**config.mk**
```make
export PLATFORM = sky130hd
export DESIGN_NAME = seed_distributor
export DESIGN_NICKNAME = d
export VERILOG_FILES = /design/src/hw/anneal_pkg.sv /design/src/hw/tsp_move_pkg.sv /design/src/hw/seed_distributor.sv
export VERILOG_INCLUDE_DIRS = /design/src /design/src/hw
export SDC_FILE = /design/constraint.sdc
export NUM_CORES = 1
export LEC_CHECK = 0
export ABC_AREA = 1
export BUFFER_PORTS_ARGS = -buffer_cell sky130_fd_sc_hd__buf_4
export CAP_MARGIN = 15
export CORE_AREA = 8 8 195 178
export DETAILED_ROUTE_END_ITERATION = 16
export DIE_AREA = 0 0 203 186
export PLACE_DENSITY = 0.47
export REMOVE_ABC_BUFFERS = 1
export SYNTH_ARGS = -nofsm -noshare
export SYNTH_HDL_FRONTEND = slang
export SYNTH_SLANG_ARGS = --single-unit
```
**constraint.sdc**
```tcl
create_clock -name clk -period 2.28 [get_ports clk]
set_input_delay 0.228 -clock clk [delete_from_list [all_inputs] [get_ports clk]]
set_output_delay 0.228 -clock clk [all_outputs]
set_load 0.05 [all_outputs]
```
**src/hw/tsp_cfg.svh**
```systemverilog
`ifndef TSP_CFG_SVH
`define TSP_CFG_SVH

// Problem size and replica array shape.
`define TSP_CITY_NUM 12
`define TSP_REPLICAS 4

// Must hold city indices 0..TSP_CITY_NUM.
`define TSP_IDX_W    4

`endif

```
**src/hw/anneal_pkg.sv**
```systemverilog
`include "tsp_cfg.svh"

package anneal_pkg;

    localparam int replicas = `TSP_REPLICAS;

    // At least one bit even for a single replica.
    localparam int lane_w = (replicas > 1) ? $clog2(replicas) : 1;

    // Golden-ratio increment, keeps the lane seeds well spread.
    localparam logic [63:0] seed_step = 64'h9E37_79B9_7F4A_7C15;

endpackage

```
**src/hw/tsp_move_pkg.sv**
```systemverilog
`include "tsp_cfg.svh"

package tsp_move_pkg;

    localparam logic [1:0] cmd_none    = 2'd0;
    localparam logic [1:0] cmd_or_opt  = 2'd1;
    localparam logic [1:0] cmd_two_opt = 2'd2;

    // Candidate masks for the K and L draws.
    localparam int mask_w_two = $clog2(`TSP_CITY_NUM);
    localparam int mask_w_or  = $clog2(`TSP_CITY_NUM - 1);

    // seg_hi shares its bits with src, seg_lo with dst.
    typedef union packed {
        struct packed {
            logic [`TSP_IDX_W-1:0] seg_hi;
            logic [`TSP_IDX_W-1:0] seg_lo;
        } two_opt;
        struct packed {
            logic [`TSP_IDX_W-1:0] src;
            logic [`TSP_IDX_W-1:0] dst;
        } or_opt;
    } move_word_u;

endpackage

```
**src/hw/seed_distributor.sv**
```systemverilog
`timescale 1ns/1ps
`include "tsp_cfg.svh"

module seed_distributor (
    input  logic                     clk,
    input  logic                     reset,
    input  logic                     seed_load,
    input  logic [63:0]              base_seed,
    input  logic                     run,
    input  logic [1:0]               run_command,
    input  logic [`TSP_REPLICAS-1:0] lane_mask,
    input  logic [`TSP_REPLICAS-1:0] lane_busy,
    output logic                     seeds_ready,
    output logic [`TSP_REPLICAS-1:0] lane_init,
    output logic [63:0]              lane_seed,
    output logic [`TSP_REPLICAS-1:0] lane_start,
    output logic [1:0]               lane_command
);

    import tsp_move_pkg::*;
    import anneal_pkg::*;

    logic              loading;
    logic [lane_w-1:0] load_cnt;
    logic [63:0]       seed_acc;

    always_ff @(posedge clk) begin
        if (reset) begin
            loading     <= 1'b0;
            load_cnt    <= '0;
            seeds_ready <= 1'b0;
        end else if (seed_load) begin
            loading     <= 1'b1;
            load_cnt    <= '0;
            seeds_ready <= 1'b0;
        end else if (loading) begin
            load_cnt <= load_cnt + 1'b1;
            if (load_cnt == lane_w'(replicas - 1)) begin
                loading     <= 1'b0;
                seeds_ready <= 1'b1;                  // One cycle after the last init.
            end
        end
    end

    always_ff @(posedge clk) begin
        if (seed_load) begin
            seed_acc <= base_seed + seed_step;
        end else if (loading) begin
            seed_acc <= seed_acc + seed_step;
        end
    end

    assign lane_seed = (seed_acc == 64'd0) ? 64'd1 : seed_acc;   // Xorshift locks up at zero.

    always_comb begin
        lane_init = '0;
        if (loading) begin
            lane_init[load_cnt] = 1'b1;
        end
    end

    // A lane with a start still in flight is not busy yet, so it is masked as well.
    always_ff @(posedge clk) begin
        if (reset) begin
            lane_start <= '0;
        end else if (run && run_command != cmd_none && seeds_ready) begin
            lane_start <= lane_mask & ~lane_busy & ~lane_start;
        end else begin
            lane_start <= '0;
        end
    end

    always_ff @(posedge clk) begin
        if (run) begin
            lane_command <= run_command;
        end
    end

endmodule

```
==> results.py <==
metrics = {
    "worst_setup_path": {
        "path_cells": "buf_4 > nor4_1 > buf_4 > nand4_1 > nor2_4 > nand2_1 > nand2_1 > buf_6",
        "r2r_start": "seed_acc[26]",
        "r2r_cells": 16,
        "worst_path_largest_cell_delay_ps": 400,
        "crit_required_ps": 2050,
        "critPathSlowestCell": "edfxtp_1",
        "path_max_fanout": 2,
        "path_buf_inv": 3,
        "path_class": "reg -> out",
        "crit_arrival_ps": 2030,
        "regToRegSetupSlack_ps": 110,
        "start_kind": "flip-flop",
        "cp_top_family": "simple AND/OR/NAND/NOR gates",
        "r2r-end": "seed_acc[57]",
        "cp-end-kind": "output port",
    },
    "routing": {
        "vias_per_cell": 4.36,
        "dr.pass1.iters": 5,
        "wl_per_cell_um": 16.6,
        "antenna_left": 0,
        "wl_mm": 34.2,
        "drc": 0,
        "dr_total_vias": 8988,
        "drt_iter0_markers": 643,
    },
    "placed_design": {
        "dpl_cell_area_um2": 10800,
        "pre_cts_slack_ps": -404,
        "place.gp.congestion": 0.990,
        "place.port_buffers": 152,
        "dp_hpwl_mm": 29.0,
    },
    "floorplanning": {
        "fp.dieW_um": 203,
        "core_um2": 31400,
        "pin_count": 153,
        "start_util_pct": 24.5,
        "fp.dieH_um": 186,
        "die-area_um2": 37800,
        "fp-row-count": 62,
    },
    "grt": {
        "grt_antenna_before_repair": 0,
        "grt_pass1_wl_mm": 51.1,
        "overflow": 0,
        "grt_max_degree": 65,
        "grt_use_total_pct": 17.8,
        "grt_pass1_vias": 8688,
    },
    "timing": {
        "setup_ws_ps": 26.9,
        "maxClockFrequency_mhz": 444,
        "holdWs_ps": 17.8,
        "period_needed_ps": 2250,
        "finalClockSkew_ps": 14.4,
        "slew_headroom_pct": 60.3,
        "drv_slew": 0,
        "finalHoldViolations": 0,
        "setup_viol": 0,
        "worst_slew_pin_slew_ps": 589,
        "period_share_pct": 98.8,
        "rsz0062_at_grt": "true",
    },
    "clock_tree": {
        "holdBufCountCts": 0,
        "cts_tree": "done",
        "clk_pin_slew_ps": 80,
        "cts_sinks": 74,
        "h-tree-depth": 3,
        "cts_buffer_depth": 2,
        "clk_latency_ps": 360,
        "numCtsBuffers": 9,
        "clockRootBuffer": "clkbuf_16",
    },
    "worst_hold_path": {
        "hold_path.startpoint": "lane_busy[2]",
        "hold_path_end": "lane_start[2]",
        "holdPathStages": 2,
        "hold_path.class": "in -> reg",
    },
    "synth": {
        "syn-instance-count": 1301,
        "syn_avg_cell_area_um2": 5.93,
        "ys_ff_latch": 74,
        "synth_edf_count": 66,
        "yosys-top-cells-area": "edfxtp_1 26%, nand2_1 25%, inv_1 8.9%",
        "synth_area_um2": 7710,
        "synthArstFlopShare_pct": 0,
        "ys_seq_area_share_pct": 27.8,
        "synth_cell_types": 40,
        "yosys.area.top_type": "edfxtp_1",
        "ys_warn_count": 0,
        "synthFlopType": "edfxtp_1",
        "synth_largest_type_area_fraction_pct": 25.7,
    },
    "cells_and_area": {
        "drive_gt1_share_pct": 35.1,
        "n_antenna_cell": 0,
        "post-route-util_pct": 36.6,
        "layout.nets": 1722,
        "fin_area_um2": 11500,
        "area_growth_pct": 49.1,
    },
    "pwr": {
        "peakVddDrop_mv": 0.363,
        "power_leakage_nw": 5.96,
        "finalPower_w": 0.00732,
        "p_per_area_nw_per_um2": 637,
    },
    "outcome": {
        "status": "complete, no violations",
    },
    "job": {
        "cap_viol_max_count": 0,
    },
}
[logic make-up (layout without fill, tap and decap cells)]
family          count (synthesis)  after routing  share of synthesized area [%]
flops                          74             74                           27.8
simple gates                  825            825                           45.7
fa+ha+maj                       5              5                          0.812
compound gates                 91             91                           7.08
xor+xnor                       30             30                           3.41
buf+inv                       276            619                           15.2
[cell usage after synthesis (all sizes together) (4+ instances only)]
cell type    n
a21oi       34
clkbuf      64
nor4        16
inv        195
o21ai       50
nand3       77
dfxtp        8
ha           5
nand2      544
xor2        27
nand4       14
nor2       154
nor3        10
buf         17
nor4b        4
edfxtp      66
[area by class of cell]
type / count / area, um2
fillers: 3461 / 19900
multi-input cells: 951 / 4630
repair buffers: 408 / 3150
flip-flops and latches: 74 / 2140
inverters: 195 / 739
well taps: 416 / 520
clock buffers: 9 / 225
clock inverters: 7 / 83.8
[metal layers]
metal / track usage [%] / wire, um / up-vias / share of wire (%)
met5: 0 / 0 / - / 0
met4: 3.91 / 463 / 0 / 1.4
met3: 3.93 / 2200 / 19 / 6.4
met2: 25.5 / 13700 / 221 / 40
met1: 26.7 / 17800 / 4065 / 52
li1: - / - / 4683 / -
[per-stage QoR]
stage	TNS (ps)	std cells
after floorplan	0	1220
after global placement	-9700	2030
after detailed placement	-9290	2030
after CTS	0	2048
after global routing	-40.4	2060
final	0	2060
[flip-flops by register name (all words and copies together) (netlist names)]
name	flops
seeds_ready	1
load_cnt	2
lane_start	4
loading	1
lane_command	2
seed_acc	64
[power breakdown]
part / leakage (nW) / switching [W] / internal [W]
Sequential: 0.732 / 0.000194 / 0.00179
Combinational: 5.08 / 0.00234 / 0.00140
Clock: 0.149 / 0.000727 / 0.000873
Total: 5.96 / 0.00326 / 0.00406
[how the worst max path moves through the flow]
stage | cells after the start | slack, ps | startpoint | end
floorplan | 2 | 120 | loading | seed_acc[0]
detailed placement | 13 | -400 | seed_load | seed_acc[44]
finish | 8 | 30 | seed_acc[43] | lane_seed[0]
CTS | 16 | 2 | seed_acc[0] | seed_acc[48]
global placement | 13 | -430 | seed_load | seed_acc[44]
global route | 8 | -40 | seed_acc[43] | lane_seed[0]
[layout by cell type (no fill, tap or decap), types with 4 or more instances in the layout]
cell	n
nor3_1	8
nand2_1	490
o21ai_0	23
nand2_2	50
inv_1	177
nand2_4	4
nand3_2	6
nand3_1	71
nor4_1	11
nor2_2	33
dfxtp_1	8
xor2_1	26
clkbuf_16	9
inv_2	17
nor2_1	110
o21ai_1	9
a21oi_2	4
edfxtp_1	66
buf_4	400
nand4_1	14
a21oi_1	30
ha_1	5
nor4b_1	4
o21ai_2	16
buf_12	6
nor2_4	11
[repair_timing]
item,4_1_cts,5_1_grt
gates resized for setup,13,61
setup endpoints to repair,4,39
pin swaps,4,10
cloned,0,0
buffers inserted,4,12
No activity file was read; power rests on OpenSTA's default activity.
