[src/hw/tsp_cfg.svh]
`ifndef TSP_CFG_SVH
`define TSP_CFG_SVH

// Problem size and replica array shape.
`define TSP_CITY_NUM 12
`define TSP_REPLICAS 4

// Must hold city indices 0..TSP_CITY_NUM.
`define TSP_IDX_W    4

`endif

[src/hw/tsp_move_pkg.sv]
`include "tsp_cfg.svh"

package tsp_move_pkg;

    localparam logic [1:0] cmd_none    = 2'd0;
    localparam logic [1:0] cmd_or_opt  = 2'd1;
    localparam logic [1:0] cmd_two_opt = 2'd2;

    // Candidate masks for the K and L draws.
    localparam int mask_w_two = $clog2(`TSP_CITY_NUM);
    localparam int mask_w_or  = $clog2(`TSP_CITY_NUM - 1);

    // seg_hi shares its bits with src, seg_lo with dst.
    typedef union packed {
        struct packed {
            logic [`TSP_IDX_W-1:0] seg_hi;
            logic [`TSP_IDX_W-1:0] seg_lo;
        } two_opt;
        struct packed {
            logic [`TSP_IDX_W-1:0] src;
            logic [`TSP_IDX_W-1:0] dst;
        } or_opt;
    } move_word_u;

endpackage

[src/hw/move_proposer.sv]
`timescale 1ns/1ps
`include "tsp_cfg.svh"

module move_proposer (
    input  logic                     clk,
    input  logic                     reset,
    input  logic                     init,
    input  logic [63:0]              seed,
    input  logic                     start,
    input  logic [1:0]               start_command,
    output logic                     busy,
    output logic                     done,
    output logic [1:0]               command,
    output tsp_move_pkg::move_word_u move,
    output logic [31:0]              r_metropolis,
    output logic [31:0]              r_exchange
);

    import tsp_move_pkg::*;

    localparam logic [1:0] st_k     = 2'd0;
    localparam logic [1:0] st_l     = 2'd1;
    localparam logic [1:0] st_metro = 2'd2;
    localparam logic [1:0] st_exch  = 2'd3;

    localparam logic [31:0] city_num = 32'(`TSP_CITY_NUM);
    localparam logic [31:0] mask_two = (32'd1 << mask_w_two) - 32'd1;
    localparam logic [31:0] mask_or  = (32'd1 << mask_w_or) - 32'd1;

    logic [63:0]           rng_state;
    logic [63:0]           x1;
    logic [63:0]           x2;
    logic [63:0]           next_state;
    logic [31:0]           mask;
    logic [31:0]           cand;
    logic [`TSP_IDX_W-1:0] cand_idx;
    logic [`TSP_IDX_W-1:0] k_cur;
    logic [1:0]            fsm_state;
    logic                  is_two;
    logic                  k_ok;
    logic                  l_ok;
    logic                  l_reject;

    always_comb begin
        x1         = rng_state ^ (rng_state << 13);
        x2         = x1 ^ (x1 >> 7);
        next_state = x2 ^ (x2 << 17);
    end

    always_ff @(posedge clk) begin
        if (reset) begin
            rng_state <= '0;
        end else if (init) begin
            rng_state <= seed;
        end else if (busy) begin
            rng_state <= next_state;              // One step per busy cycle.
        end
    end

    assign is_two = (command == cmd_two_opt);

    // Narrow mask for the index draws, full width once both indices stand.
    always_comb begin
        if (fsm_state == st_k || fsm_state == st_l) begin
            mask = is_two ? mask_two : mask_or;
        end else begin
            mask = '1;
        end
    end

    assign cand     = next_state[31:0] & mask;
    assign cand_idx = cand[`TSP_IDX_W-1:0];

    // K is parked in the view of the current command until L arrives.
    assign k_cur = is_two ? move.two_opt.seg_lo : move.or_opt.src;

    assign k_ok = is_two ? (cand >= 32'd1 && cand <= city_num)
                         : (cand >= 32'd1 && cand <= city_num - 32'd1);
    assign l_ok = is_two ? (cand >= 32'd1 && cand <= city_num)
                         : (cand <= city_num - 32'd1);

    // Equal indices or an or-opt segment next to its own target are no move.
    assign l_reject = is_two ? (cand_idx == k_cur)
                             : (cand_idx == k_cur || cand_idx == k_cur - 1'b1);

    always_ff @(posedge clk) begin
        if (reset) begin
            busy      <= 1'b0;
            done      <= 1'b0;
            fsm_state <= st_k;
            command   <= cmd_none;
        end else begin
            done <= 1'b0;
            if (start && start_command != cmd_none) begin
                busy      <= 1'b1;
                fsm_state <= st_k;
                command   <= start_command;
            end else if (busy) begin
                case (fsm_state)
                    st_k: begin
                        if (k_ok) begin
                            fsm_state <= st_l;
                        end
                    end
                    st_l: begin
                        if (l_ok) begin
                            fsm_state <= l_reject ? st_k : st_metro;
                        end
                    end
                    st_metro: begin
                        fsm_state <= st_exch;
                    end
                    default: begin
                        busy      <= 1'b0;
                        done      <= 1'b1;
                        fsm_state <= st_k;
                    end
                endcase
            end
        end
    end

    always_ff @(posedge clk) begin
        if (busy) begin
            case (fsm_state)
                st_k: begin
                    if (k_ok && is_two) begin
                        move.two_opt.seg_lo <= cand_idx;
                    end else if (k_ok) begin
                        move.or_opt.src <= cand_idx;
                    end
                end
                st_l: begin
                    if (l_ok && !l_reject) begin
                        if (!is_two) begin
                            move.or_opt.dst <= cand_idx;
                        end else if (cand_idx < k_cur) begin
                            move.two_opt.seg_lo <= cand_idx;
                            move.two_opt.seg_hi <= k_cur;
                        end else begin
                            move.two_opt.seg_hi <= cand_idx;
                        end
                    end
                end
                st_metro: begin
                    r_metropolis <= cand;
                end
                default: begin
                    r_exchange <= cand;
                end
            endcase
        end
    end

endmodule

[config.mk]
export PLATFORM = sky130hd
export DESIGN_NAME = move_proposer
export DESIGN_NICKNAME = d
export VERILOG_FILES = /design/src/hw/tsp_move_pkg.sv /design/src/hw/move_proposer.sv
export VERILOG_INCLUDE_DIRS = /design/src /design/src/hw
export SDC_FILE = /design/constraint.sdc
export NUM_CORES = 1
export LEC_CHECK = 0
export ABC_CLOCK_PERIOD_IN_PS = 4100
export BUFFER_PORTS_ARGS = -buffer_cell sky130_fd_sc_hd__buf_2
export CORE_MARGIN = 2
export CORE_UTILIZATION = 56
export DETAILED_ROUTE_END_ITERATION = 8
export GPL_ROUTABILITY_DRIVEN = 0
export PLACE_DENSITY = 0.81
export SETUP_SLACK_MARGIN = 0.2
export SYNTH_ARGS = -nofsm -noshare
export SYNTH_HDL_FRONTEND = slang
export SYNTH_SLANG_ARGS = --single-unit
export TNS_END_PERCENT = 10
[constraint.sdc]
create_clock -name clk -period 4.1 [get_ports clk]
set_input_delay 0.82 -clock clk [delete_from_list [all_inputs] [get_ports clk]]
set_output_delay 0.82 -clock clk [all_outputs]
set_load 0.02 [all_outputs]
==> flow_metrics.py <==
metrics = {
    "status": {
        "status": "finished clean",
    },
    "timing": {
        "report.final.hold_viol_count": 0,
        "fin_setup_tns_ns": 0,
        "fin_crit_ns": 3.172,
        "max_slew.worst_pin.slew_ns": 0.7572,
        "timing.fmax_mhz": 315.3,
        "setup_violations": 0,
        "setup_ws_ns": 0.9281,
        "fin_crit_sh_pct": 77.36,
        "slew-limit-headroom_pct": 48.99,
        "fin_worst_skew_ns": 0.009642,
        "holdWs_ns": 0.4850,
        "rsz0062_at_grt": "false",
        "slew_violations": 0,
    },
    "worst_setup_path": {
        "worstPathArrival_ns": 3.32,
        "crit_path_max_fanout": 8,
        "cp.required_ns": 4.24,
        "crit_family": "simple AND/OR/NAND/NOR gates",
        "worst_setup_path_start_kind": "flop",
        "worst_path_max_delay_cell": "nor2b_1",
        "critPathBufInv": 0,
        "critical_path_class": "flop to flop",
        "worstPathCellList": "nor2b_1, mux2i_1, ha_1, xor2_1, or4_1, o2111ai_1, o31ai_1",
        "critical-path-max-stage-delay_ns": 0.59,
        "worstSetupEndpointType": "flop",
    },
    "pwr": {
        "p_leak_nw": 3.566,
        "power_mw": 4.470,
        "p_per_area_mw_per_mm2": 496.3,
        "ir_worst_vdd_mv": 0.2321,
    },
    "grt": {
        "grt_pass1_wl_mm": 29.86,
        "track_usage_pct": 27.07,
        "grt_max_degree": 62,
        "antenna_found_initial": 0,
        "grt_pass1_vias": 5530,
        "grt_overflow": 0,
    },
    "synth": {
        "syn_nets": 826,
        "synth_top_area_share_pct": 28.40,
        "synthCells": 751,
        "yosysUniqueCellTypes": 40,
        "syn-cell-area_sq_mm": 0.007612,
        "syn_area_per_cell_sq_um": 10.14,
        "yosys.area.top_type": "edfxtp_1",
        "seq_area_frac_synth_pct": 46.81,
        "ys_ff_latch": 142,
        "yosys_warnings": 0,
        "synth_area_leaders": "edfxtp_1 (28%), dfxtp_1 (18%), xnor2_1 (15%)",
    },
    "die": {
        "start_util_pct": 57.48,
        "pin_count": 146,
        "die_x_um": 120.6,
        "num_rows": 42,
        "fp.dieH_um": 120.6,
        "fp.coreArea_sq_mm": 0.01324,
        "die_area_sq_mm": 0.01454,
    },
    "clock_network": {
        "cts_sinks": 142,
        "cts_root_buffer": "clkbuf_16",
        "cts_max_path_buffers": 2,
        "numCtsBuffers": 17,
        "post_cts_buffers": 0,
        "insertion_delay_ns": 0.42,
        "htreeDepth": 4,
        "clk_pin_slew_ns": 0.06,
        "hold_buffers": 0,
        "post_cts_resized": 0,
        "cts_tree": "done",
    },
    "final_layout": {
        "drive_gt1_share_pct": 22.49,
        "syn2layout_area_growth_pct": 18.31,
        "final_net_count": 948,
        "utilization_pct": 68.01,
        "n_antenna_cell": 0,
        "stdcell_area_sq_mm": 0.009006,
        "final_cells": 1061,
    },
    "placement": {
        "place_area_sq_mm": 0.008451,
        "portBuffers": 145,
        "dp_hpwl_mm": 13.71,
        "placed_cells": 1030,
        "place_ws_ns": 0.9757,
    },
    "route": {
        "wl_per_cell_um": 18.01,
        "routed_wl_mm": 19.11,
        "drt_iter0_drc": 562,
        "drc": 0,
        "firstDrtPassIters": 7,
        "drt-vias-per-instance": 5.477,
        "vias": 5811,
        "antenna_left": 0,
    },
    "hold_path": {
        "hold_path.class": "flop to flop",
    },
    "run": {
        "maxCapViolations": 0,
    },
}
[worst min-delay path, stage by stage (launching register included)]
cell	delay, ns
dfxtp_1	0.32
nand2_1	0.06
a21oi_1	0.06
[registers in the layout (all words and copies together) (netlist names)]
register / count
command: 2
r_exchange: 32
busy: 1
r_metropolis: 32
fsm_state: 2
done: 1
rng_state: 64
move: 8
[area by class of cell]
class / instances / area [sq um]
clock inverters: 11 / 118.9
inverters: 9 / 33.78
flip-flops and latches: 142 / 3565
clock buffers: 20 / 436.7
fillers: 1029 / 4237
well taps: 176 / 220.2
multi-input cells: 545 / 3809
repair buffers: 158 / 823.3
[cell families after synthesis]
family	share of synthesized area [%]
XOR/XNOR	26.84
AND/OR/NAND/NOR	11.72
flip-flops	46.81
AO/OA/AOI/OAI	8.975
buffers and inverters	3.254
multiplexers	1.578
adder cells (fa/ha/maj)	0.8218
[per-layer routing]
layer / vias to the layer above / track usage, % / part of all wire [%]
li1: 2757 / - / -
met1: 2694 / 37.82 / 43
met2: 317 / 41.60 / 46
met3: 43 / 5.377 / 8.8
met4: 0 / 10.61 / 3.1
met5: - / 0 / 0
[cell usage in the layout, fill, tap and decap left out, types with 6 or more instances in the layout]
| cell | Yosys | routed |
|---|---|---|
| inv_1 | 7 | 7 |
| xnor2_1 | 132 | 132 |
| a21oi_1 | 35 | 35 |
| o211a_1 | 6 | 6 |
| buf_4 | 0 | 13 |
| mux2i_1 | 12 | 12 |
| and2_1 | 13 | 13 |
| nand2_1 | 45 | 45 |
| edfxtp_1 | 72 | 72 |
| xnor2_2 | 7 | 7 |
| o21ai_0 | 6 | 6 |
| dfxtp_1 | 70 | 69 |
| buf_2 | 5 | 145 |
| xor2_1 | 71 | 71 |
| clkbuf_16 | 0 | 17 |
| a211oi_1 | 40 | 40 |
| or3_1 | 7 | 7 |
| nor2_1 | 120 | 119 |
| xnor3_1 | 6 | 6 |
[synth_stat cells]
master     number
nor2_1        120
nand2b_1        2
xor2_1         71
or3_1           7
o2111ai_1       1
o31ai_1         4
and2_1         13
dfxtp_1        70
clkbuf_2        1
nand3_1         5
nor3_1          5
ha_1            5
xnor2_1       132
a311oi_1        1
buf_1           7
a21oi_1        35
inv_1           7
nand3b_1        1
edfxtp_1       72
nand2_1        45
o21ai_0         6
or4_1           2
inv_2           2
xnor3_1         6
o31a_1          1
a211oi_1       40
nor2b_1         2
a2111oi_0       1
a311o_2         1
xnor2_2         7
or2_2           1
mux2i_1        12
and3_1          2
o211a_1         6
o21a_1          2
buf_2           5
xor2_2          1
nand4_1         5
clkbuf_1       42
a211o_1         3
[report_power, final]
part           switching, mW  internal [mW]
Clock                  0.581          0.887
Combinational          0.710          0.600
Sequential             0.126           1.57
[worst paths after layout]
path                            slack (ns)  depth (start not counted)                     from                      end
worst max register to register        0.93                          7  command[1]$_SDFFE_PP0P_        move[2]$_DFFE_PP_
worst min-delay path                  0.49                          2  command[1]$_SDFFE_PP0P_  command[1]$_SDFFE_PP0P_
worst min register to register        0.49                          2  command[1]$_SDFFE_PP0P_  command[1]$_SDFFE_PP0P_
worst max-delay path                  0.93                          7  command[1]$_SDFFE_PP0P_        move[2]$_DFFE_PP_
Note: power is estimated with default switching activity, not from simulation.
